## config.mk

```make
export PLATFORM = sky130hd
export DESIGN_NAME = mm_signed_multiplier
export DESIGN_NICKNAME = d
export VERILOG_FILES = /design/src/verilog/mm_cfg_pkg.sv /design/src/verilog/mm_signed_multiplier.sv
export SDC_FILE = /design/constraint.sdc
export NUM_CORES = 2
export LEC_CHECK = 0
export BUFFER_PORTS_ARGS = -buffer_cell sky130_fd_sc_hd__clkbuf_2
export CORE_UTILIZATION = 40
export CTS_CLUSTER_DIAMETER = 50
export DETAILED_ROUTE_END_ITERATION = 6
export PLACE_DENSITY = 0.61
export SLEW_MARGIN = 40
export SYNTH_ARGS = -nofsm -noshare
export SYNTH_HDL_FRONTEND = slang
export SYNTH_SLANG_ARGS = --single-unit
```

## constraint.sdc

```tcl
create_clock -name CLK -period 18 [get_ports CLK]
set_input_delay 4.5 -clock CLK [delete_from_list [all_inputs] [get_ports CLK]]
set_output_delay 4.5 -clock CLK [all_outputs]
set_load 0.05 [all_outputs]
```

## src/verilog/mm_cfg_pkg.sv

```systemverilog
`default_nettype none

package mm_cfg_pkg;

  // --------------------
  // data path types

  typedef logic [31:0] word_t;     // operands, commands, results, checksum
  typedef logic [63:0] product_t;  // full multiplier result

  // --------------------
  // default sizes

  localparam int DEF_A_ADDR_W    = 9;  // n up to 512
  localparam int DEF_B_ADDR_W    = 7;  // two pages of 64 words
  localparam int DEF_FIFO_ADDR_W = 4;  // 16 command words
  localparam int DEF_MULT_DEPTH  = 6;

endpackage

`default_nettype wire

```

## src/verilog/mm_signed_multiplier.sv

```systemverilog
`timescale 1ns/1ps
`default_nettype none

module mm_signed_multiplier #(
  parameter int mult_depth = mm_cfg_pkg::DEF_MULT_DEPTH
) (
  input  wire                    CLK,
  input  wire                    RST,
  input  wire                    en,
  input  wire mm_cfg_pkg::word_t a,
  input  wire mm_cfg_pkg::word_t b,
  input  wire                    last_in,
  output logic                   valid,
  output mm_cfg_pkg::product_t   rslt,
  output logic                   last_out
);

  localparam int ww = $bits(mm_cfg_pkg::word_t);

  function automatic mm_cfg_pkg::word_t magnitude(mm_cfg_pkg::word_t x);
    return x[ww-1] ? ~x + 1'b1 : x;
  endfunction

  mm_cfg_pkg::word_t    abs_a;
  mm_cfg_pkg::word_t    abs_b;
  mm_cfg_pkg::product_t prod_sr [mult_depth];
  mm_cfg_pkg::product_t mag;
  logic [mult_depth:0]  valid_sr;
  logic [mult_depth:0]  last_sr;
  logic [mult_depth:0]  neg_sr;  // product sign

  // --------------------
  // magnitude data path

  always_ff @(posedge CLK) begin
    abs_a      <= magnitude(a);
    abs_b      <= magnitude(b);
    prod_sr[0] <= mm_cfg_pkg::product_t'(abs_a) * mm_cfg_pkg::product_t'(abs_b);
    for (int i = 1; i < mult_depth; i++) begin
      prod_sr[i] <= prod_sr[i-1];
    end
  end

  // --------------------
  // side chain of the same depth as the data

  always_ff @(posedge CLK) begin
    if (RST) begin
      valid_sr <= '0;
      last_sr  <= '0;
    end else begin
      valid_sr <= {valid_sr[mult_depth-1:0], en};
      last_sr  <= {last_sr[mult_depth-1:0], en && last_in};
    end
  end

  always_ff @(posedge CLK) begin
    neg_sr <= {neg_sr[mult_depth-1:0], a[ww-1] ^ b[ww-1]};
  end

  assign mag      = prod_sr[mult_depth-1];
  assign valid    = valid_sr[mult_depth];
  assign last_out = last_sr[mult_depth];
  assign rslt     = neg_sr[mult_depth] ? ~mag + 1'b1 : mag;  // restore sign

endmodule

`default_nettype wire

```

==> results.toml <==
[status]
status = "finished, final reports clean"

[synth]
synthesis.area_per_instance_um2 = 10.0
netlist_top_cells_count = "sky130_fd_sc_hd__fa_1, sky130_fd_sc_hd__inv_1, sky130_fd_sc_hd__and2_1"
synth_top_cell_by_area = "sky130_fd_sc_hd__fa_1"
synthArstFlopShare_pct = 0
synth.most_common_cell = "sky130_fd_sc_hd__fa_1"
synth.lib_cells_used.distinct = 58
post_synth_instance_area_um2 = 45300
synth.top_cells.by_area = "sky130_fd_sc_hd__fa_1, sky130_fd_sc_hd__dfxtp_1, sky130_fd_sc_hd__and2_1"
syn_nets = 5756
synthCells = 4526
prevailing_post_synth_register_cell = "sky130_fd_sc_hd__dfxtp_1"
synth_sequential_area_ratio_pct = 20.7
synth_edf_count = 0
yosys_warnings = 0
ys_ff_latch = 469
synth.top_cell.area_share_pct = 39.6

[timing]
setup_tns_final_ns = 0
unrepaired_setup_endpoints_after_global_routing = "no"
post-route-worst-setup-slack_ns = 9.28
hold_ws_ns = 0.279
fin_skew_ns = 0.0654
report.final.slew_viol_count = 0
fmaxAchievable_ghz = 0.115
timing_hold_violations_final = 0
worstMarginPinSlew_ns = 0.641
timing.final.crit_share_pct = 48.4
fin_crit_ns = 8.72
setup-violations-final = 0
max-slew-margin-rel_pct = 57.2

[worst_setup_path]
criticalPathCategory = "reg -> out"
worstSetupPathDepth = 9
worst_r2r_path_depth = 25
crit_path_max_fanout = 5
cp_slowest_stage_delay_ns = 0.57
worst_setup_path_end_kind = "output port"
worst-endpoint-arrival_ns = 4.22
ordered_cell_list_for_the_critical_path = "or4_1 > or4_1 > or3_4 > or3_4 > nor4_1 > nand2_1 > o31ai_1 > xnor2_1 > clkbuf_2"
critPathLaunchType = "flip-flop"
slowest_stage = "sky130_fd_sc_hd__or4_1"
required_ns = 13.50
family_with_the_most_delay_on_the_worst_path = "simple AND/OR/NAND/NOR gates"
crit_buf_inv = 1

[final_layout]
fillers = 10800
drive_above_1_share_pct = 6.65
area_growth_pct = 8.45
layout.nets = 5764
final_core_utilization_pct = 43.7

[hold_path]
hold_depth = 0
worst_hold_path_type = "reg -> reg"

[place]
place_ws_ns = 9.57
io_buffers = 133
globalplace.congestion = 0.871
hpwlAfterDp_um = 85800

[clock_tree]
cts.repair_timing.setup_buffer_count = 0
clock_tree.root_cell = "sky130_fd_sc_hd__clkbuf_16"
tritoncts_clock_tree = "yes"
htreeDepth = 2
cts_buffer_depth = 3
clock_latency_ns = 0.64
postCtsResizedCells = 0
tritoncts_sinks = 469
hold_buffers = 0
clk_transition_reported_paths_ns = 0.06
numCtsBuffers = 49

[drt]
vias_per_cell = 4.87
dr.first_iter.drc_count = 1860
remaining_drc_errors = 0
drt-total-wl_um = 115000
vias = 29600
firstDrtPassIters = 5
drt.antenna.violating_nets = 0
route.detailed.wl_per_inst_um = 18.9

[global_routing]
met3_routing_resource_usage_after_global_routing_pct = 5.60
wire_length_of_the_first_global_routing_pass_um = 183000
vias_in_the_first_global_route = 32000
global_route.peak_usage_layer = "met2"
grt_start_max_net_pins = 63
grt_usage_pct = 20.5
global_route.overflow_total = 0
groute.layer.met2.usage_pct = 30.6
number_of_antenna_violations_at_the_first_check_in_global_routing = 4
met1_usage_pct = 29.8

[floorplan]
die-height_um = 338
floorplan.initialDensity_pct = 40.3
rows = 123
fp.dieW_um = 338
core_region_area_um2 = 112000
io_pins = 134
fp.dieArea_um2 = 114000

[job]
max_cap_viol_count = 0
path summary, 6_finish.rpt:
| kind | from | endpoint | slack (ns) |
|---|---|---|---|
| setup / recovery | prod_sr[5][28] | rslt[57] | 9.28 |
| hold / removal | prod_sr[1][26] | prod_sr[2][26] | 0.28 |
| setup reg to reg | abs_a[15] | prod_sr[0][58] | 9.54 |
| hold reg to reg | prod_sr[1][26] | prod_sr[2][26] | 0.28 |
state kept, by name, summed over array words and instances (netlist names):
name      count
abs_b        32
valid_sr      7
prod_sr     384
neg_sr        7
last_sr       7
abs_a        32
area by class of cell:
cell class,count,area (um^2),area share [%]
clock inverters,26,352,0.716
inverters,872,3270,6.67
diodes,4,10.0,0.0204
well taps,1500,1880,3.82
clock buffers,65,1340,2.72
multi-input cells,2962,31800,64.7
flip-flops and latches,469,9450,19.3
repair buffers,180,1020,2.08
cells in the final DEF, fill, tap and decap left out, types with 7 or more instances in the layout:
cell type	synthesis	routed
sky130_fd_sc_hd__clkbuf_1	221	11
sky130_fd_sc_hd__nor2b_1	21	21
sky130_fd_sc_hd__a21oi_1	76	76
sky130_fd_sc_hd__o21ai_0	69	69
sky130_fd_sc_hd__xnor2_1	149	149
sky130_fd_sc_hd__a21o_1	27	27
sky130_fd_sc_hd__inv_1	872	872
sky130_fd_sc_hd__fa_1	896	896
sky130_fd_sc_hd__nand3_1	19	19
sky130_fd_sc_hd__nor4_1	9	9
sky130_fd_sc_hd__a221oi_1	7	7
sky130_fd_sc_hd__ha_1	266	266
sky130_fd_sc_hd__dfxtp_4	0	14
sky130_fd_sc_hd__xor2_1	34	34
sky130_fd_sc_hd__nand2_1	495	495
sky130_fd_sc_hd__or3_1	16	16
sky130_fd_sc_hd__and3_1	7	7
sky130_fd_sc_hd__o41ai_1	20	19
sky130_fd_sc_hd__buf_4	1	47
sky130_fd_sc_hd__or4_1	17	17
sky130_fd_sc_hd__and2_1	632	632
sky130_fd_sc_hd__nand2b_1	11	11
sky130_fd_sc_hd__dfxtp_1	469	445
sky130_fd_sc_hd__clkbuf_2	0	133
sky130_fd_sc_hd__o21bai_1	17	17
sky130_fd_sc_hd__clkbuf_16	0	49
sky130_fd_sc_hd__o31ai_1	37	37
sky130_fd_sc_hd__nor3_1	14	14
sky130_fd_sc_hd__nor2_1	42	42
sky130_fd_sc_hd__dfxtp_2	0	10
sky130_fd_sc_hd__nand4_1	17	17
stage by stage:
stage          instance area (um^2)  std cells
3_5_place_dp                  47400       5983
4_1_cts                       49000       6074
2_1_floorplan                 45300       4526
3_3_place_gp                  47300       5983
6_report                      49100       6078
5_1_grt                       49100       6074
logic make-up after synthesis:
family | Yosys count | synth area share [%]
AND/OR/NAND/NOR | 1319 | 15.3
adder cells (fa/ha/maj) | 1162 | 47.0
buffers and inverters | 1095 | 9.09
flip-flops | 469 | 20.7
AO/OA/AOI/OAI | 298 | 4.31
XOR/XNOR | 183 | 3.54
per-layer routing:
| layer | wire length [um] | part of all wire (%) |
|---|---|---|
| met5 | 13 | 0.011 |
| met3 | 11300 | 9.8 |
| met1 | 53000 | 46 |
| met2 | 48400 | 42 |
| met4 | 2090 | 1.8 |
Power is not shown: default switching activity piles up to over one toggle a cycle in this logic, so the estimate is an artifact.
