`config.mk`:
```
export PLATFORM = sky130hd
export DESIGN_NAME = mm_accumulator
export DESIGN_NICKNAME = d
export VERILOG_FILES = /design/src/verilog/mm_cfg_pkg.sv /design/src/verilog/mm_ctrl_pkg.sv /design/src/verilog/mm_accumulator.sv
export SDC_FILE = /design/constraint.sdc
export NUM_CORES = 1
export LEC_CHECK = 0
export ABC_AREA = 1
export BUFFER_PORTS_ARGS = -buffer_cell sky130_fd_sc_hd__clkbuf_2
export CAP_MARGIN = 40
export CORE_MARGIN = 2
export CORE_UTILIZATION = 40
export CTS_CLUSTER_DIAMETER = 30
export CTS_CLUSTER_SIZE = 10
export DETAILED_ROUTE_END_ITERATION = 8
export GPL_TIMING_DRIVEN = 0
export SLEW_MARGIN = 20
export SYNTH_ARGS = -nofsm -noshare
export SYNTH_HDL_FRONTEND = slang
export SYNTH_SLANG_ARGS = --single-unit
```
`constraint.sdc`:
```
create_clock -name CLK -period 3.3 [get_ports CLK]
set_input_delay 0.165 -clock CLK [delete_from_list [all_inputs] [get_ports CLK]]
set_output_delay 0.165 -clock CLK [all_outputs]
set_load 0.03 [all_outputs]
```
`src/verilog/mm_cfg_pkg.sv`:
```
`default_nettype none

package mm_cfg_pkg;

  // --------------------
  // data path types

  typedef logic [31:0] word_t;     // operands, commands, results, checksum
  typedef logic [63:0] product_t;  // full multiplier result

  // --------------------
  // default sizes

  localparam int DEF_A_ADDR_W    = 9;  // n up to 512
  localparam int DEF_B_ADDR_W    = 7;  // two pages of 64 words
  localparam int DEF_FIFO_ADDR_W = 4;  // 16 command words
  localparam int DEF_MULT_DEPTH  = 6;

endpackage

`default_nettype wire

```
`src/verilog/mm_ctrl_pkg.sv`:
```
`default_nettype none

package mm_ctrl_pkg;

  // sequencer states
  typedef enum logic [2:0] {
    idle,      // waiting for a size word
    get_size,
    wait_cmd,  // waiting for a computation word
    get_cmd,
    issue      // streaming reads into the multiplier
  } seq_state_t;

  // element and product counts
  typedef logic [31:0] count_t;

endpackage

`default_nettype wire

```
`src/verilog/mm_accumulator.sv`:
```
`timescale 1ns/1ps
`default_nettype none

module mm_accumulator (
  input  wire                       CLK,
  input  wire                       RST,
  input  wire                       session_start,
  input  wire mm_ctrl_pkg::count_t  matrix_size,
  input  wire                       prod_valid,
  input  wire mm_cfg_pkg::product_t prod_data,
  input  wire                       prod_last,
  output logic                      res_valid,
  output mm_cfg_pkg::word_t         res_data,
  output logic                      sum_valid,
  output mm_cfg_pkg::word_t         sum_data
);

  mm_cfg_pkg::word_t   partial;   // running sum of the open element
  mm_cfg_pkg::word_t   checksum;
  mm_ctrl_pkg::count_t elem_cnt;  // products in the open element
  mm_cfg_pkg::word_t   elem_sum;
  mm_cfg_pkg::word_t   checksum_nxt;
  logic                elem_close;

  // only the low word of each product counts
  assign elem_sum     = partial + prod_data[$bits(mm_cfg_pkg::word_t)-1:0];
  assign elem_close   = prod_valid && (elem_cnt == matrix_size - 1);
  assign checksum_nxt = elem_close ? checksum + elem_sum : checksum;

  always_ff @(posedge CLK) begin
    if (RST) begin
      partial   <= '0;
      checksum  <= '0;
      elem_cnt  <= '0;
      res_valid <= 1'b0;
      sum_valid <= 1'b0;
    end else begin
      res_valid <= elem_close;
      sum_valid <= prod_valid && prod_last;
      if (session_start) begin
        partial  <= '0;
        checksum <= '0;
        elem_cnt <= '0;
      end else if (prod_valid) begin
        checksum <= checksum_nxt;
        if (elem_close) begin
          partial  <= '0;
          elem_cnt <= '0;
        end else begin
          partial  <= elem_sum;
          elem_cnt <= elem_cnt + 1'b1;
        end
      end
    end
  end

  always_ff @(posedge CLK) begin
    if (elem_close) begin
      res_data <= elem_sum;
    end
    if (prod_valid && prod_last) begin
      sum_data <= checksum_nxt;  // includes the closing element
    end
  end

  a_elem_in_range: assert property (@(posedge CLK) disable iff (RST)
    prod_valid |-> elem_cnt < matrix_size)
    else $error("element counter past matrix size");

endmodule

`default_nettype wire

```
==> flow_metrics.env <==
export IMPL_async_flop_share_pct=0
export IMPL_hpwl_um=30300
export IMPL_n_antenna_cell=0
export IMPL_peakVddDrop_mv=0.3872
export IMPL_cp_max_fo=4
export IMPL_synth_area_top_cells="dfxtp_1, edfxtp_1, nand2_1, inv_1, ha_1"
export IMPL_dieArea_sq_um=31720
export IMPL_max_freq_mhz=275.4
export IMPL_finalHoldViolations=0
export IMPL_fin_crit_ps=3631
export IMPL_synth_top_area_cell="dfxtp_1"
export IMPL_min_path_type="input pin to flip-flop"
export IMPL_grt_total_usage_pct=24.31
export IMPL_crit_type="flip-flop to flip-flop"
export IMPL_cts_buffers=17
export IMPL_grt_pass1_wl_um=59490
export IMPL_p_int_mw=3.776
export IMPL_placed_cells=2276
export IMPL_post_route_cell_area_sq_um=16100
export IMPL_power_switching_mw=1.779
export IMPL_drt_wl_total_um=39250
export IMPL_clock_sinks=162
export IMPL_drive_gt1_share_pct=28.19
export IMPL_core_area_sq_um=29720
export IMPL_yosysSeqAreaShare_pct=32.03
export IMPL_initial_utilization_pct=40.80
export IMPL_finClkSkew_ps=14.42
export IMPL_ctsRootBufferMaster="clkbuf_16"
export IMPL_grt_max_degree=33
export IMPL_violations="negative setup slack"
export IMPL_wl_per_cell_um=16.62
export IMPL_grt_ovfl_total=0
export IMPL_setup_violations=42
export IMPL_clkPwrFrac_pct=37.7
export IMPL_synth_seq_cells=162
export IMPL_p_seq_share_pct=38.5
export IMPL_cellLeakagePower_nw=7.426
export IMPL_crit_path_end_kind="flip-flop"
export IMPL_clk_latency_ps=440
export IMPL_synth_flop_cell="dfxtp_1"
export IMPL_tritoncts="built"
export IMPL_fin_ws_ps=-330.9
export IMPL_critPathRequiredTime_ps=3490
export IMPL_first_pass_iters=5
export IMPL_maxSlewHeadroom_pct=42.56
export IMPL_crit_arrival_ps=3820
export IMPL_synthCells=1755
export IMPL_antenna_found_initial=0
export IMPL_final_cells=2362
export IMPL_area_growth_pct=32.76
export IMPL_rsz0062_at_grt="true"
export IMPL_utilization_pct=54.17
export IMPL_num_rows=63
export IMPL_die_x_um=178.1
export IMPL_port_buffers=131
export IMPL_place_area_sq_um=13290
export IMPL_vias=12190
export IMPL_drc=0
export IMPL_synth_cell_types=49
export IMPL_drt_iter0_drc=853
export IMPL_slew_violations=0
export IMPL_cellPowerDensity_nw_per_um2=345.0
export IMPL_avgViaCountPerCell=5.160
export IMPL_ioPinCount=167
export IMPL_syn_avg_cell_area_sq_um=6.909
export IMPL_htree_levels=4
export IMPL_synth_edff_count=64
export IMPL_syn_nets=1925
export IMPL_cts_clk_slew_worst_paths_ps=70
export IMPL_tightest_slew_ps=861.5
export IMPL_nets=2129
export IMPL_synth_area_sq_um=12130
export IMPL_ys_warnings_count=0
export IMPL_ant_nets=0
export IMPL_cp_start_kind="flip-flop"
export IMPL_swShare_pct=32.02
export IMPL_clockBufferDepth=2
export IMPL_fp_dieH_um=178.1
export IMPL_max_cap_violations=0
export IMPL_p_comb_share_pct=23.8
export IMPL_status="finished with violations"
export IMPL_place_congestion=0.9261
export IMPL_grt_pass1_vias=11340
export IMPL_fin_crit_sh_pct=110.0
export IMPL_synth_top_area_share_pct=16.18
## final timing paths
| check | slack (ps) | to | start | depth (start not counted) |
|---|---|---|---|---|
| setup / recovery | -330 | sum_data[29] | partial[0] | 22 |
| hold / removal | 70 | res_data[0] | prod_data[0] | 2 |
| setup reg to reg | -330 | sum_data[29] | partial[0] | 22 |
| hold reg to reg | 480 | partial[7] | partial[7] | 2 |
## sequential cells by signal, summed over array words and instances, names as in the netlist
signal / cells
checksum: 32
elem_cnt: 32
partial: 32
res_data: 32
sum_data: 32
res_valid: 1
sum_valid: 1
## layer usage
metal / GRT usage (%) / part of all wire, %
met1: 29.75 / 42
met2: 43.73 / 50
met5: 0 / 0
met3: 3.538 / 4.6
met4: 7.684 / 3.0
## what timing repair did
action | 4_1_cts | 5_1_grt
buffers inserted | 35 | 20
setup endpoints to repair | 46 | 78
resized for setup | 204 | 156
hold endpoints to repair | 2 | 0
hold buffers | 1 | 0
gates cloned | 0 | 0
pin swaps | 79 | 96
## critical path, cell delays in order (launching register included)
cell and delay (ps):
dfxtp_2 360, ha_4 140, inv_2 30, fa_2 320, nand3b_1 210, nand2_2 150, a21boi_4 100, o21ai_4 220
nand2_2 100, nand2_4 120, nand2_4 60, nand4_1 120, nand2_4 100, ha_4 240, a21o_1 190, a21oi_2 180
o21ai_1 110, a21oi_1 150, nand2_2 90, xor2_1 140, nand3_1 110, nand2_1 110, inv_1 40
## cell usage after synthesis (all sizes together) (2+ instances only)
cell type,count
o21ai,45
nand2,499
clkinv,2
and2,2
o21a,4
buf,18
clkbuf,16
a21oi,120
a31oi,8
nand3b,17
nor3b,3
nand4,41
edfxtp,64
nor2,221
nor3,15
xnor2,24
dfxtp,98
a21boi,2
ha,67
nand3,154
a21o,13
or2,3
and3,2
inv,228
xor2,66
nor4,7
fa,2
o21bai,8
## power by group through the flow
stage	registers, mW	logic [mW]	clock network, mW
2_1_floorplan	2.20	0.592	0
3_3_place_gp	2.18	0.894	0
3_5_place_dp	2.18	0.901	0
4_1_cts	2.14	1.16	2.13
5_1_grt	2.14	1.43	2.21
6_report	2.14	1.32	2.09
## layout make-up
class,instances,area [sq um]
buffer,34,198.9
fill,2792,13620
inverter,230,869.6
clock inverter,15,187.7
tap,390,488.0
multi-input combinational,1329,8924
sequential,162,3887
clock buffer,17,425.4
timing repair buffer,185,1117
## cells by family after synthesis
| family | count (synthesis) | synth area share, % |
|---|---|---|
| simple gates | 964 | 35.70 |
| buf+inv | 264 | 8.761 |
| compound gates | 205 | 9.566 |
| flops | 162 | 32.03 |
| xor+xnor | 91 | 6.697 |
| fa+ha+maj | 69 | 7.244 |
## layout by cell type, fill, tap and decap left out, drive strengths merged
cell type    count
o21a             4
nand3          154
o21ai           45
dlygate4sd3      1
nand2          499
bufinv           2
fa               2
nand4           41
clkinvlp         2
and2             2
or2              3
a31o             1
o21bai           8
and3             2
clkinv           5
inv            236
o211a            1
a21boi           2
nor2           221
clkbuf         164
nor3b            3
a21o            13
xor3             1
edfxtp          64
xor2            66
buf             71
dfxtp           98
o221ai           1
o311ai           1
nor3            15
a211oi           1
a21oi          120
nand3b          17
ha              67
nor4             7
xnor2           24
a31oi            8
## through the flow
step	worst slack, ps	total power, mW	hold WS, ps	setup TNS, ps
final	-330.9	5.554	74.56	-8206
after detailed placement	-811.1	3.081	371.4	-28710
after global placement	-786.5	3.074	363.5	-39480
after CTS	-266.0	5.429	54.34	-5470
after floorplan	8.055	2.792	237.4	0
after global routing	-496.2	5.778	58.85	-14940
No activity file was read; power rests on OpenSTA's default activity.
