**src/verilog/mm_cfg_pkg.sv**
```systemverilog
`default_nettype none

package mm_cfg_pkg;

  // --------------------
  // data path types

  typedef logic [31:0] word_t;     // operands, commands, results, checksum
  typedef logic [63:0] product_t;  // full multiplier result

  // --------------------
  // default sizes

  localparam int DEF_A_ADDR_W    = 9;  // n up to 512
  localparam int DEF_B_ADDR_W    = 7;  // two pages of 64 words
  localparam int DEF_FIFO_ADDR_W = 4;  // 16 command words
  localparam int DEF_MULT_DEPTH  = 6;

endpackage

`default_nettype wire

```
**src/verilog/mm_ctrl_pkg.sv**
```systemverilog
`default_nettype none

package mm_ctrl_pkg;

  // sequencer states
  typedef enum logic [2:0] {
    idle,      // waiting for a size word
    get_size,
    wait_cmd,  // waiting for a computation word
    get_cmd,
    issue      // streaming reads into the multiplier
  } seq_state_t;

  // element and product counts
  typedef logic [31:0] count_t;

endpackage

`default_nettype wire

```
**src/verilog/mm_sequencer.sv**
```systemverilog
`timescale 1ns/1ps
`default_nettype none

module mm_sequencer #(
  parameter int a_addr_w = mm_cfg_pkg::DEF_A_ADDR_W,
  parameter int b_addr_w = mm_cfg_pkg::DEF_B_ADDR_W
) (
  input  wire                    CLK,
  input  wire                    RST,
  input  wire                    fifo_empty,
  input  wire mm_cfg_pkg::word_t fifo_q,
  output logic                   fifo_pop,
  output logic [a_addr_w-1:0]    a_rd_addr,
  input  wire mm_cfg_pkg::word_t a_q,
  output logic [b_addr_w-1:0]    b_rd_addr,
  input  wire mm_cfg_pkg::word_t b_q,
  output logic                   mul_en,
  output mm_cfg_pkg::word_t      mul_a,
  output mm_cfg_pkg::word_t      mul_b,
  output logic                   mul_last,
  output logic                   session_start,
  output mm_ctrl_pkg::count_t    matrix_size
);

  mm_ctrl_pkg::seq_state_t state;
  mm_ctrl_pkg::count_t     comp_size;  // k of the running computation
  mm_ctrl_pkg::count_t     issue_cnt;  // reads issued so far
  mm_ctrl_pkg::count_t     mul_cnt;    // products handed on since the last tag
  logic                    page;
  logic                    rd_valid;   // RAM read in flight
  logic                    rd_last;
  logic                    a_wrap;
  logic                    issue_done;

  assign a_wrap     = (mm_ctrl_pkg::count_t'(a_rd_addr) == matrix_size - 1);
  assign issue_done = (issue_cnt == comp_size - 1);

  // word is on fifo_q in the state after the pop
  assign fifo_pop = !fifo_empty &&
                    (state == mm_ctrl_pkg::idle || state == mm_ctrl_pkg::wait_cmd);

  // --------------------
  // command FSM and address generation

  always_ff @(posedge CLK) begin
    if (RST) begin
      state         <= mm_ctrl_pkg::idle;
      session_start <= 1'b0;
      matrix_size   <= '0;
      comp_size     <= '0;
      issue_cnt     <= '0;
      page          <= 1'b0;
      a_rd_addr     <= '0;
      b_rd_addr     <= '0;
    end else begin
      session_start <= 1'b0;
      case (state)
        mm_ctrl_pkg::idle: begin
          if (!fifo_empty) begin
            state <= mm_ctrl_pkg::get_size;
          end
        end
        mm_ctrl_pkg::get_size: begin
          matrix_size   <= fifo_q;
          session_start <= 1'b1;  // clears accumulator state
          a_rd_addr     <= '0;
          page          <= 1'b0;
          state         <= mm_ctrl_pkg::wait_cmd;
        end
        mm_ctrl_pkg::wait_cmd: begin
          if (!fifo_empty) begin
            state <= mm_ctrl_pkg::get_cmd;
          end
        end
        mm_ctrl_pkg::get_cmd: begin
          comp_size <= fifo_q;
          issue_cnt <= '0;
          b_rd_addr <= {page, {(b_addr_w-1){1'b0}}};  // page base
          if (fifo_q == '0) begin
            state <= mm_ctrl_pkg::idle;  // end of session
          end else begin
            state <= mm_ctrl_pkg::issue;
          end
        end
        mm_ctrl_pkg::issue: begin
          // A pointer survives into the next computation
          a_rd_addr <= a_wrap ? '0 : a_rd_addr + 1'b1;
          b_rd_addr <= b_rd_addr + 1'b1;
          issue_cnt <= issue_cnt + 1'b1;
          if (issue_done) begin
            page  <= !page;
            state <= mm_ctrl_pkg::wait_cmd;
          end
        end
        default: state <= mm_ctrl_pkg::idle;
      endcase
    end
  end

  // --------------------
  // operand stage

  always_ff @(posedge CLK) begin
    if (RST) begin
      rd_valid <= 1'b0;
      rd_last  <= 1'b0;
      mul_en   <= 1'b0;
      mul_last <= 1'b0;
    end else begin
      rd_valid <= (state == mm_ctrl_pkg::issue);
      rd_last  <= (state == mm_ctrl_pkg::issue) && issue_done;
      mul_en   <= rd_valid;  // RAM data valid now
      mul_last <= rd_last;
    end
  end

  always_ff @(posedge CLK) begin
    mul_a <= a_q;
    mul_b <= b_q;
  end

  always_ff @(posedge CLK) begin
    if (RST) begin
      mul_cnt <= '0;
    end else if (mul_en) begin
      mul_cnt <= mul_last ? '0 : mul_cnt + 1'b1;
    end
  end

  // every computation hands its full k products on
  a_full_issue: assert property (@(posedge CLK) disable iff (RST)
    mul_en && mul_last |-> mul_cnt == comp_size - 1)
    else $error("issue left with count short of k");

endmodule

`default_nettype wire

```
**config.mk**
```make
export PLATFORM = sky130hd
export DESIGN_NAME = mm_sequencer
export DESIGN_NICKNAME = d
export VERILOG_FILES = /design/src/verilog/mm_cfg_pkg.sv /design/src/verilog/mm_ctrl_pkg.sv /design/src/verilog/mm_sequencer.sv
export SDC_FILE = /design/constraint.sdc
export NUM_CORES = 1
export LEC_CHECK = 0
export BUFFER_PORTS_ARGS = -buffer_cell sky130_fd_sc_hd__buf_2
export CORE_ASPECT_RATIO = 0.75
export CORE_MARGIN = 4
export CORE_UTILIZATION = 40
export CTS_CLUSTER_DIAMETER = 200
export DETAILED_ROUTE_END_ITERATION = 10
export GPL_TIMING_DRIVEN = 0
export HOLD_SLACK_MARGIN = 0.12
export PLACE_DENSITY = 0.66
export SLEW_MARGIN = 20
export SYNTH_ARGS = -nofsm -noshare
export SYNTH_HDL_FRONTEND = slang
export SYNTH_SLANG_ARGS = --single-unit
export TNS_END_PERCENT = 10
```
**constraint.sdc**
```tcl
create_clock -name CLK -period 3.4 [get_ports CLK]
set_clock_uncertainty 0.2 [all_clocks]
set_input_delay 0.34 -clock CLK [delete_from_list [all_inputs] [get_ports CLK]]
set_output_delay 0.34 -clock CLK [all_outputs]
set_load 0.02 [all_outputs]
```
==> flow_summary.ini <==
[route]
post_drt_wl_per_cell_um = 17.4
drt_iter0_drc = 812
ant_nets = 0
vias_per_cell = 5.45
drt-total-wl_um = 27200
vias = 8537
route.detailed.drc = 0
drt-pass1-iter-count = 5

[pwr]
power_leakage_nw = 4.61
ir_drop_v = 0.000345
power_per_cell_area_nw_per_um2 = 470

[die]
pin_count = 215
fp.coreArea_um2 = 19700
fp-row-count = 44
dieArea_um2 = 22700
start_util_pct = 41.4
die_w_um = 173
die_h_um = 132

[worst_setup_path]
reg2reg_from = comp_size[11]
r2r-end = state[2]
cpMaxStageDelayCell = or4_4
worstSetupPathType = reg -> reg
reg2reg_depth = 10
slowest_delay_ns = 0.60
cp-endpoint = state[2]
crit_start = comp_size[11]
arrival_ns = 3.52
worstSetupEndpointType = flip-flop
start_kind = flip-flop
required_ns = 3.52
cp_cell_sequence = clkbuf_1 -> or4_4 -> nor4_4 -> nand4_2 -> o31a_1 -> or4_4 -> nor4_4 -> buf_4 -> nand2_1 -> a21o_1
r2r_slack_ns = -0.003
cp_max_fo = 9

[clock_tree]
cts_buffers = 17
cts_root_buf = clkbuf_16
clk_pin_slew_ns = 0.07
cts_sinks = 185
cts_htree_levels = 4
cts.path.max_buffers = 2
clk_latency_ns = 0.42
cts_tree = done

[status]
status = finished, violations left
violations = setup timing

[timing]
tightest_slew_ns = 0.842
hold_viol_final = 0
slew_viol_final = 0
min_period_over_period_pct = 100
fin_setup_tns_ns = -0.00412
fmax_ghz = 0.294
whs_ns = 0.234
finalSetupViolations = 2
rsz0062_at_grt = yes
max_slew_margin_pct = 43.4
finalCriticalPeriod_ns = 3.40
setup_ws_ns = -0.00292

[synthesis]
synthesis.area_um2 = 8140
syn_inst = 973
yosysTopAreaCell = dfxtp_1
syn_area_per_cell_um2 = 8.36
synthesis.nets = 1077
ys_ff_latch = 185
synth_edf_count = 0
synthTopCellsByArea = dfxtp_1 (46%), nand2_1 (7.9%), a21oi_1 (5.8%)
async_flop_share_pct = 0
ys_warn_count = 0
ys_seq_area_share_pct = 45.5
synth_cell_types = 71
netlist.area_leader.share_pct = 45.5
ys.flop_type = dfxtp_1

[layout]
nNetsFinal = 1406
diodes = 0
area_delta_synth_final_pct = 38.8
drive_gt1_share_pct = 22.7

[global_route]
first_global_vias = 7605
grt_usage_pct = 23.1
grt_pass1_wl_um = 42400
overflow = 0
antenna_found_initial = 0
grt_max_degree = 17

[min_path]
min_path_type = in -> reg

[place]
hpwl_um = 19900
place_congestion = 0.984
place_ws_ns = -1.32
port_buffers = 213

[flow_run]
cap_violations = 0
-- how the worst min path moves through the flow --
| stage | depth (start not counted) | endpoint | start | slack [ns] |
|---|---|---|---|---|
| 6_report | 3 | state[2] | RST | 0.23 |
| 5_1_grt | 3 | state[2] | RST | 0.26 |
| 4_1_cts | 3 | state[2] | RST | 0.22 |
| 3_5_place_dp | 1 | mul_last | rd_last | 0.23 |
| 3_3_place_gp | 1 | mul_last | rd_last | 0.22 |
| 2_1_floorplan | 0 | mul_a[0] | a_q[0] | 0.17 |
-- per-layer routing --
layer | share of wire, % | wire length [µm] | global-route usage [%]
met1 | 47 | 12700 | 34.9
met2 | 43 | 11700 | 34.0
met3 | 9.0 | 2460 | 5.20
met4 | 1.2 | 326 | 4.39
met5 | 0 | 0 | 0
-- sequential cells by signal, indices dropped and copies added (netlist names) --
signal	cells
matrix_size	32
mul_last	1
issue_cnt	32
session_start	1
state	3
rd_valid	1
b_rd_addr	7
page	1
mul_a	32
comp_size	32
a_rd_addr	9
mul_en	1
rd_last	1
mul_b	32
-- where the power goes --
| group | total, W | internal, W | switching (W) |
|---|---|---|---|
| combinational | 0.000866 | 0.000358 | 0.000508 |
| clock | 0.00215 | 0.00126 | 0.000883 |
| sequential | 0.00229 | 0.00224 | 0.0000527 |
-- logic make-up (layout without fill, tap and decap cells) --
| kind of cell | Yosys count | after routing | synth area share [%] |
|---|---|---|---|
| compound gates | 182 | 182 | 13.7 |
| xor+xnor | 53 | 53 | 5.70 |
| fa+ha+maj | 5 | 5 | 0.769 |
| buf+inv | 63 | 404 | 3.12 |
| flops | 185 | 185 | 45.5 |
| mux | 8 | 8 | 1.08 |
| simple gates | 477 | 477 | 30.1 |
-- area by class of cell --
| type | count | area [µm²] |
|---|---|---|
| repair buffers | 314 | 2070 |
| clock inverters | 12 | 190 |
| clock buffers | 19 | 443 |
| fillers | 1811 | 8360 |
| flip-flops and latches | 185 | 3710 |
| multi-input cells | 725 | 4330 |
| well taps | 253 | 317 |
| plain buffers | 50 | 206 |
| inverters | 9 | 33.8 |
-- critical path, delay by kind of cell, from the launching register on --
family	cells	cell delay [ns]
AND/OR/NAND/NOR	6	1.94
flip-flops	1	0.30
buffers and inverters	2	0.37
AO/OA/AOI/OAI	2	0.49
-- cells in the mapped netlist, types with 3 or more instances --
| master | count |
|---|---|
| a21o_1 | 6 |
| nor2b_1 | 4 |
| o21a_1 | 8 |
| o31ai_1 | 6 |
| and4_1 | 5 |
| nor4_2 | 3 |
| ha_1 | 5 |
| or2_2 | 7 |
| a31oi_1 | 3 |
| xor2_1 | 22 |
| or4_1 | 13 |
| nand3b_1 | 7 |
| nor4b_1 | 5 |
| or3_1 | 16 |
| nand2b_1 | 8 |
| nand2_1 | 172 |
| nor4_1 | 29 |
| and3_1 | 11 |
| nor2_1 | 69 |
| nor3_1 | 26 |
| inv_1 | 9 |
| and2_1 | 4 |
| a211oi_1 | 6 |
| nand3_1 | 49 |
| o211ai_1 | 8 |
| a21oi_1 | 94 |
| o31a_1 | 5 |
| nand4b_1 | 3 |
| nand4_1 | 21 |
| nor3b_1 | 9 |
| a22oi_1 | 3 |
| mux2_2 | 6 |
| clkbuf_1 | 49 |
| o21ai_0 | 16 |
| dfxtp_1 | 185 |
| xnor2_1 | 31 |
| o22ai_1 | 3 |
-- per-stage QoR --
stage                     std cells  instance area, µm²  power [W]  util, %
after floorplan                 973                8140    0.00278        -
after global placement         1439                9520    0.00305     48.4
after detailed placement       1439                9520    0.00306     48.4
after CTS                      1567               11200    0.00531     57.1
after global routing           1567               11300    0.00552     57.4
final                          1567               11300    0.00530     57.4
-- cell usage in the layout (no fill, tap or decap), types with 17 or more instances in the layout --
cell type	instances
nand3_1	49
nor4_1	24
a21oi_1	94
dlygate4sd3_1	97
buf_2	216
nor2_1	69
xor2_1	22
nor3_1	26
nand2_1	172
nand4_1	21
clkbuf_1	45
xnor2_1	31
dfxtp_1	182
clkbuf_16	17
-- what timing repair did --
item | in CTS | in global routing
pin swaps | 7 | 5
resized for setup | 17 | 11
hold buffers | 97 | 0
setup endpoints to repair | 13 | 17
gates cloned | 0 | 0
setup buffers | 4 | 0
endpoints found under the hold margin | 129 | 0
Note: power is estimated with default switching activity, not from simulation.
