`src/verilog/mm_cfg_pkg.sv`:
```
`default_nettype none

package mm_cfg_pkg;

  // --------------------
  // data path types

  typedef logic [31:0] word_t;     // operands, commands, results, checksum
  typedef logic [63:0] product_t;  // full multiplier result

  // --------------------
  // default sizes

  localparam int DEF_A_ADDR_W    = 9;  // n up to 512
  localparam int DEF_B_ADDR_W    = 7;  // two pages of 64 words
  localparam int DEF_FIFO_ADDR_W = 4;  // 16 command words
  localparam int DEF_MULT_DEPTH  = 6;

endpackage

`default_nettype wire

```
`src/verilog/mm_cmd_fifo.sv`:
```
`timescale 1ns/1ps
`default_nettype none

module mm_cmd_fifo #(
  parameter int fifo_addr_w = mm_cfg_pkg::DEF_FIFO_ADDR_W
) (
  input  wire                    CLK,
  input  wire                    RST,
  input  wire                    push,
  input  wire mm_cfg_pkg::word_t push_data,
  input  wire                    pop,
  output logic                   empty,
  output mm_cfg_pkg::word_t      pop_data
);

  mm_cfg_pkg::word_t    mem [2**fifo_addr_w];
  logic [fifo_addr_w:0] wr_ptr;  // top bit tells full from empty
  logic [fifo_addr_w:0] rd_ptr;
  logic                 full;

  assign empty = (wr_ptr == rd_ptr);
  assign full  = (wr_ptr[fifo_addr_w] != rd_ptr[fifo_addr_w]) &&
                 (wr_ptr[fifo_addr_w-1:0] == rd_ptr[fifo_addr_w-1:0]);

  always_ff @(posedge CLK) begin
    if (RST) begin
      wr_ptr <= '0;
      rd_ptr <= '0;
    end else begin
      if (push && !full) begin
        wr_ptr <= wr_ptr + 1'b1;
      end
      if (pop && !empty) begin
        rd_ptr <= rd_ptr + 1'b1;
      end
    end
  end

  // storage and registered read word
  always_ff @(posedge CLK) begin
    if (push && !full) begin
      mem[wr_ptr[fifo_addr_w-1:0]] <= push_data;
    end
    if (pop && !empty) begin
      pop_data <= mem[rd_ptr[fifo_addr_w-1:0]];
    end
  end

  // host may not overrun, sequencer may not underrun
  a_no_overflow: assert property (@(posedge CLK) disable iff (RST) full |-> !push)
    else $error("command push while FIFO full");
  a_no_underflow: assert property (@(posedge CLK) disable iff (RST) empty |-> !pop)
    else $error("command pop while FIFO empty");

endmodule

`default_nettype wire

```
`config.mk`:
```
export PLATFORM = sky130hd
export DESIGN_NAME = mm_cmd_fifo
export DESIGN_NICKNAME = d
export VERILOG_FILES = /design/src/verilog/mm_cfg_pkg.sv /design/src/verilog/mm_cmd_fifo.sv
export SDC_FILE = /design/constraint.sdc
export NUM_CORES = 1
export LEC_CHECK = 0
export BUFFER_PORTS_ARGS = -buffer_cell sky130_fd_sc_hd__buf_2
export CAP_MARGIN = 5
export CORE_ASPECT_RATIO = 1.25
export CORE_UTILIZATION = 25
export DETAILED_ROUTE_END_ITERATION = 10
export GPL_TIMING_DRIVEN = 0
export PLACE_DENSITY = 0.47
export SLEW_MARGIN = 20
export SYNTH_ARGS = -nofsm -noshare
export SYNTH_HDL_FRONTEND = slang
export SYNTH_SLANG_ARGS = --single-unit
```
`constraint.sdc`:
```
create_clock -name CLK -period 7.55 [get_ports CLK]
set_clock_uncertainty 0.05 [all_clocks]
set_input_delay 1.1325 -clock CLK [delete_from_list [all_inputs] [get_ports CLK]]
set_output_delay 1.1325 -clock CLK [all_outputs]
set_load 0.05 [all_outputs]
```
==> metrics.yaml, run 1 <==
outcome:
  status: "finished with violations"
  violations: "DRC"
synthesis:
  synth-seq-cells: 554
  synth_area_mm2: 0.0209
  syn-num-nets: 882
  ys_seq_area_share_pct: 79.0
  synth_top_area_share_pct: 78.1
  synth_cell_types: 32
  synth.avg_cell_area_um2: 24.9
  synth.area.top_cells: "edfxtp_1, mux4_2, dfxtp_1"
  synthCells: 841
  ys_warn_count: 0
  yosysTopAreaCell: "edfxtp_1"
clocking:
  cts.sinks: 554
  cts_max_path_buffers: 3
  post-cts-setup-buffers: 0
  cts.hold.buffers_added: 0
  clk_pin_slew_worst_paths_ps: 60
  tritoncts: "built"
  htree_levels: 2
  post_cts_resize_count: 0
  numCtsBuffers: 53
  cts_root_buf: "clkbuf_16"
  clk-insertion-delay-late_ps: 590
global_routing:
  grt_use_total_pct: 12.4
  grt_pass1_vias: 10278
  grt_max_degree: 17
  antenna_found_initial: 7
  grt_pass1_wl_um: 75100
  grt-ovfl-total: 0
timing:
  rsz0062_at_grt: "no"
  hold_viol: 0
  fin_crit_sh_pct: 46.7
  worst_hold_slack_ps: 481
  slew_headroom_pct: 29.9
  worst_slew_pin_slew_ps: 1050
  fin_crit_ps: 3520
  setup_viol: 0
  fmax_ghz: 0.284
  slew_violations: 0
setup_path:
  rr_startpoint: "rd_ptr[4]"
  cp-start-kind: "flip-flop"
  crit_arrival_ps: 3760
  crit_required_ps: 7790
  path_class: "reg2reg"
  worst-path-max-fanout: 8
  startpoint: "rd_ptr[4]"
  setup.worst_path.end_class: "flip-flop"
detailed_routing:
  vias_per_cell: 4.39
  firstDrtPassIters: 10
  drt-initial-drc-count: 735
  ant_nets: 0
  drc: 14
  routed_wl_um: 51600
  vias: 9445
  routedWlPerCell_um: 24.0
die:
  dieArea_mm2: 0.0849
  num_rows: 118
  start_util_pct: 25.3
  coreArea_mm2: 0.0828
  die_w_um: 261
  num_io_pins: 69
  die_h_um: 325
power_and_ir_drop:
  peakVddDrop_v: 0.000149
  p_leak_uw: 0.00770
  power_density_mw_per_mm2: 276
  total_power_uw: 6940
min_path:
  min-delay-path-class: "reg2reg"
  min_from: "wr_ptr[4]"
placement:
  port_buffers: 67
  dp_hpwl_um: 34600
  globalplace.congestion: 0.717
finish:
  area_growth_pct: 20.3
  nets: 1071
  seq_area_mm2: 0.0165
  multi_input_area_mm2: 0.00424
  drive_gt1_share_pct: 38.6
  fillers: 7886
job:
  drv_cap: 0
cells in the mapped netlist:
cell type  count
a211o_1        1
a211oi_1       1
a21boi_1       2
a21oi_1        5
a311o_1        1
a31oi_1        1
and4_1         1
buf_1          7
buf_2          9
buf_4          1
buf_6         10
clkbuf_1      14
clkbuf_2       2
dfxtp_1       10
edfxtp_1     544
ha_1           5
inv_1          5
mux2_2         6
mux2i_1        1
mux4_2       160
nand2_1        8
nand4_1        6
nor2_1        19
nor2b_1        4
nor3_1         3
nor4_1         4
o2111ai_1      1
o211ai_1       1
o31ai_1        1
or3_1          2
xnor2_1        5
xor2_1         1
state kept, by name, summed over array words and instances, names as in the netlist:
name and flops:
pop_data 32, mem 512, rd_ptr 5, wr_ptr 5
per-layer routing:
layer,GRT usage [%],share of wire [%],up-vias
met3,2.01,3.6,63
met1,15.3,41,5188
met5,0,0.072,-
met4,2.91,1.7,6
li1,-,-,4034
met2,22.4,54,154
through the flow:
step,std cells,setup TNS [ps],util (%),setup WS (ps),instance area (um2)
after floorplan,841,0,-,2450,20900
after global placement,1988,-302290,27.3,-2330,22600
after detailed placement,2055,0,28.4,3770,23500
after CTS,2149,0,30.4,3940,25200
after global routing,2149,0,30.4,3780,25200
final,2153,0,30.4,4030,25200
layout make-up:
| class | instances | share of cell area [%] |
|---|---|---|
| Sequential cell | 554 | 65.7 |
| Multi-Input combinational cell | 239 | 16.8 |
| Clock buffer | 62 | 5.49 |
| Tap cell | 1080 | 5.37 |
| Timing Repair Buffer | 134 | 4.46 |
| Clock inverter | 32 | 1.04 |
| Buffer | 43 | 1.02 |
| Inverter | 5 | 0.0745 |
| Antenna cell | 4 | 0.0398 |
critical path, cell delays in order (launching register included):
cell	delay [ps]
dfxtp_1	360
xnor2_1	670
nor2_1	410
nor4_2	760
buf_2	340
buf_2	210
buf_2	210
buf_2	210
cell usage in the layout, fill, tap and decap left out, types with 2 or more instances in the layout:
cell          n
diode_2       4
xnor2_1       5
nor3_2        3
clkinv_4      2
or3_1         2
nor2_4        9
clkinvlp_4    3
dfxtp_1      10
mux4_2      160
inv_1         5
edfxtp_1    544
nor2b_1       4
buf_16       13
buf_6        10
nor2_1       10
mux2_2        6
clkinv_2      8
clkinv_1     14
buf_2       103
buf_4        23
clkbuf_2      2
ha_1          5
a21oi_1       5
bufinv_16     3
clkbuf_16    54
nand2_1       8
clkbuf_1     22
nor4_2        4
buf_1         5
buf_12        7
nand4_1       6
cells by family after synthesis:
group / share of synthesized area, %
adder cells (fa/ha/maj): 0.299
XOR/XNOR: 0.251
multiplexers: 17.6
AND/OR/NAND/NOR: 1.08
AO/OA/AOI/OAI: 0.460
buffers and inverters: 1.30
flip-flops: 79.0
power by group:
group	leakage (uW)	internal (uW)	total, uW	switching [uW]
clock	0.000795	1410	2550	1140
combinational	0.00190	384	906	522
sequential	0.00500	3470	3490	20.7
total	0.00770	5260	6940	1680
final timing paths:
path | end | slack (ps) | cells after the start
worst max-delay path | mem[0][14] | 4030 | 7
worst min-delay path | wr_ptr[4] | 480 | 2
worst max register to register | mem[0][14] | 4030 | 7
worst min register to register | wr_ptr[4] | 480 | 2
Power figures use the tool's default switching activity.
==> inputs of run 2 (changes only) <==
- PLACE_DENSITY: 0.47 -> 0.48
- clock period: 7.55 -> 3 ns (I/O delays scaled with it)
==> metrics.yaml, run 2 (synthesized netlist as in run 1, its figures left out) <==
timing:
  slew_headroom_pct: 33.3
  fin_crit_ps: 2820
  fin_crit_sh_pct: 94.1
  slew_violations: 0
  rsz0062_at_grt: "no"
  fin_setup_tns_ps: 0
  hold_viol: 0
  fmax_ghz: 0.354
  setup_viol: 0
  worst_slew_pin_slew_ps: 1000
clocking:
  numCtsBuffers: 51
  cts.sinks: 554
  clk_pin_slew_worst_paths_ps: 70
  htree_levels: 2
  cts_max_path_buffers: 3
  clk-insertion-delay-late_ps: 580
  post-cts-setup-buffers: 0
  tritoncts: "built"
  cts_root_buf: "clkbuf_16"
finish:
  drive_gt1_share_pct: 38.8
  layout_common_cells: "edfxtp_1, mux4_2, buf_2, clkbuf_16, buf_6"
  largest_reg_flops: 512
  nets: 1054
  area_growth_pct: 20.7
  num_antenna_cells: 0
  final_common_cell: "edfxtp_1"
  fillers: 7891
die:
  num_io_pins: 69
  die_h_um: 325
  start_util_pct: 25.3
  coreArea_mm2: 0.0828
  dieArea_mm2: 0.0849
  num_rows: 118
  die_w_um: 261
power_and_ir_drop:
  power.share.clock_pct: 36.8
  p_int_uw: 13300
  total_power_uw: 17500
  p_leak_uw: 0.00767
  power_density_mw_per_mm2: 693
  switching_share_pct: 23.7
  power.switching_uw: 4150
  p_comb_share_pct: 13.0
  seqPwrFrac_pct: 50.2
  peakVddDrop_v: 0.000491
outcome:
  violations: "DRC"
  status: "finished with violations"
setup_path:
  worst-path-max-fanout: 17
  setup.worst_path.end_class: "flip-flop"
  cp-start-kind: "flip-flop"
  crit_arrival_ps: 3090
  crit_required_ps: 3270
  path_class: "reg2reg"
detailed_routing:
  drt-initial-drc-count: 709
  routed_wl_um: 50200
  drc: 6
  routedWlPerCell_um: 23.6
  vias: 9364
  ant_nets: 0
  firstDrtPassIters: 8
  vias_per_cell: 4.39
global_routing:
  grt-ovfl-total: 0
  grt_max_degree: 18
  grt_pass1_wl_um: 72900
  grt_pass1_vias: 10238
  grt_use_total_pct: 12.0
  antenna_found_initial: 9
placement:
  globalplace.congestion: 0.703
  dp_hpwl_um: 33300
  port_buffers: 67
job:
  drv_cap: 0
min_path:
  min-delay-path-class: "in2reg"
[run 2: cell types whose count changed in the layout (fill, tap and decap cells not counted), moves of 3 or more]
| cell | delta |
|---|---|
| nor4_2 | -4 |
| buf_6 | +14 |
| clkdlybuf4s15_2 | +5 |
| buf_1 | -5 |
| nor3_4 | +3 |
| buf_2 | -25 |
| clkinv_1 | -3 |
| nor3_2 | -3 |
| diode_2 | -4 |
| buf_4 | -4 |
| nor4_4 | +4 |
| clkbuf_2 | +6 |
[run 2: path summary, 6_finish.rpt]
kind | end | from | depth (start not counted) | slack [ps]
setup / recovery | mem[4][11] | rd_ptr[3] | 7 | 180
hold / removal | mem[15][8] | push_data[8] | 1 | 190
hold reg to reg | wr_ptr[4] | wr_ptr[4] | 2 | 520
setup reg to reg | mem[4][11] | rd_ptr[3] | 7 | 180
[run 2: routing by layer]
layer  GRT usage [%]  share of wire (%)
met5               0               0.22
met4            3.36                2.2
met1            14.6                 40
met2            21.4                 53
met3            2.24                4.7
[run 2: power by group through the flow]
| stage | clock network [uW] | logic, uW | registers (uW) |
|---|---|---|---|
| finish | 6440 | 2280 | 8780 |
| global route | 6860 | 2440 | 8790 |
| floorplan | 0 | 1270 | 9230 |
| CTS | 6610 | 2370 | 8780 |
| detailed placement | 0 | 2360 | 8950 |
| global placement | 0 | 2250 | 8970 |
[run 2: worst max-delay path, stage by stage (launching register included)]
cell	delay (ps)
dfxtp_1	310
clkbuf_2	330
xnor2_2	170
nand4_1	280
o211ai_1	760
nor2_4	220
buf_16	230
buf_16	170
[run 2: timing repair]
action                                  4_1_cts  5_1_grt
pin swaps                                     1        0
cloned                                        0        0
gates resized for setup                      19        5
hold buffers                                  0        0
endpoints found under the setup margin      109       55
[run 2: stage by stage]
step | setup WS (ps) | util, % | cell area, um2 | hold slack [ps] | std cells
floorplan | -737 | - | 21000 | 441 | 841
global route | 9.13 | 30.5 | 25300 | 179 | 2131
global placement | -4260 | 27.3 | 22600 | 469 | 1988
detailed placement | -299 | 28.4 | 23500 | 481 | 2040
finish | 178 | 30.5 | 25300 | 193 | 2131
CTS | 0.0135 | 30.5 | 25200 | 167 | 2131
[run 2: final cells by class]
cell class,count,area [um2],area share [%]
Clock buffer,65,1370,5.43
Sequential cell,554,16500,65.5
Clock inverter,26,248,0.981
Timing Repair Buffer,119,1110,4.40
Inverter,5,18.8,0.0743
Buffer,43,302,1.19
Tap cell,1080,1350,5.35
Multi-Input combinational cell,239,4310,17.1
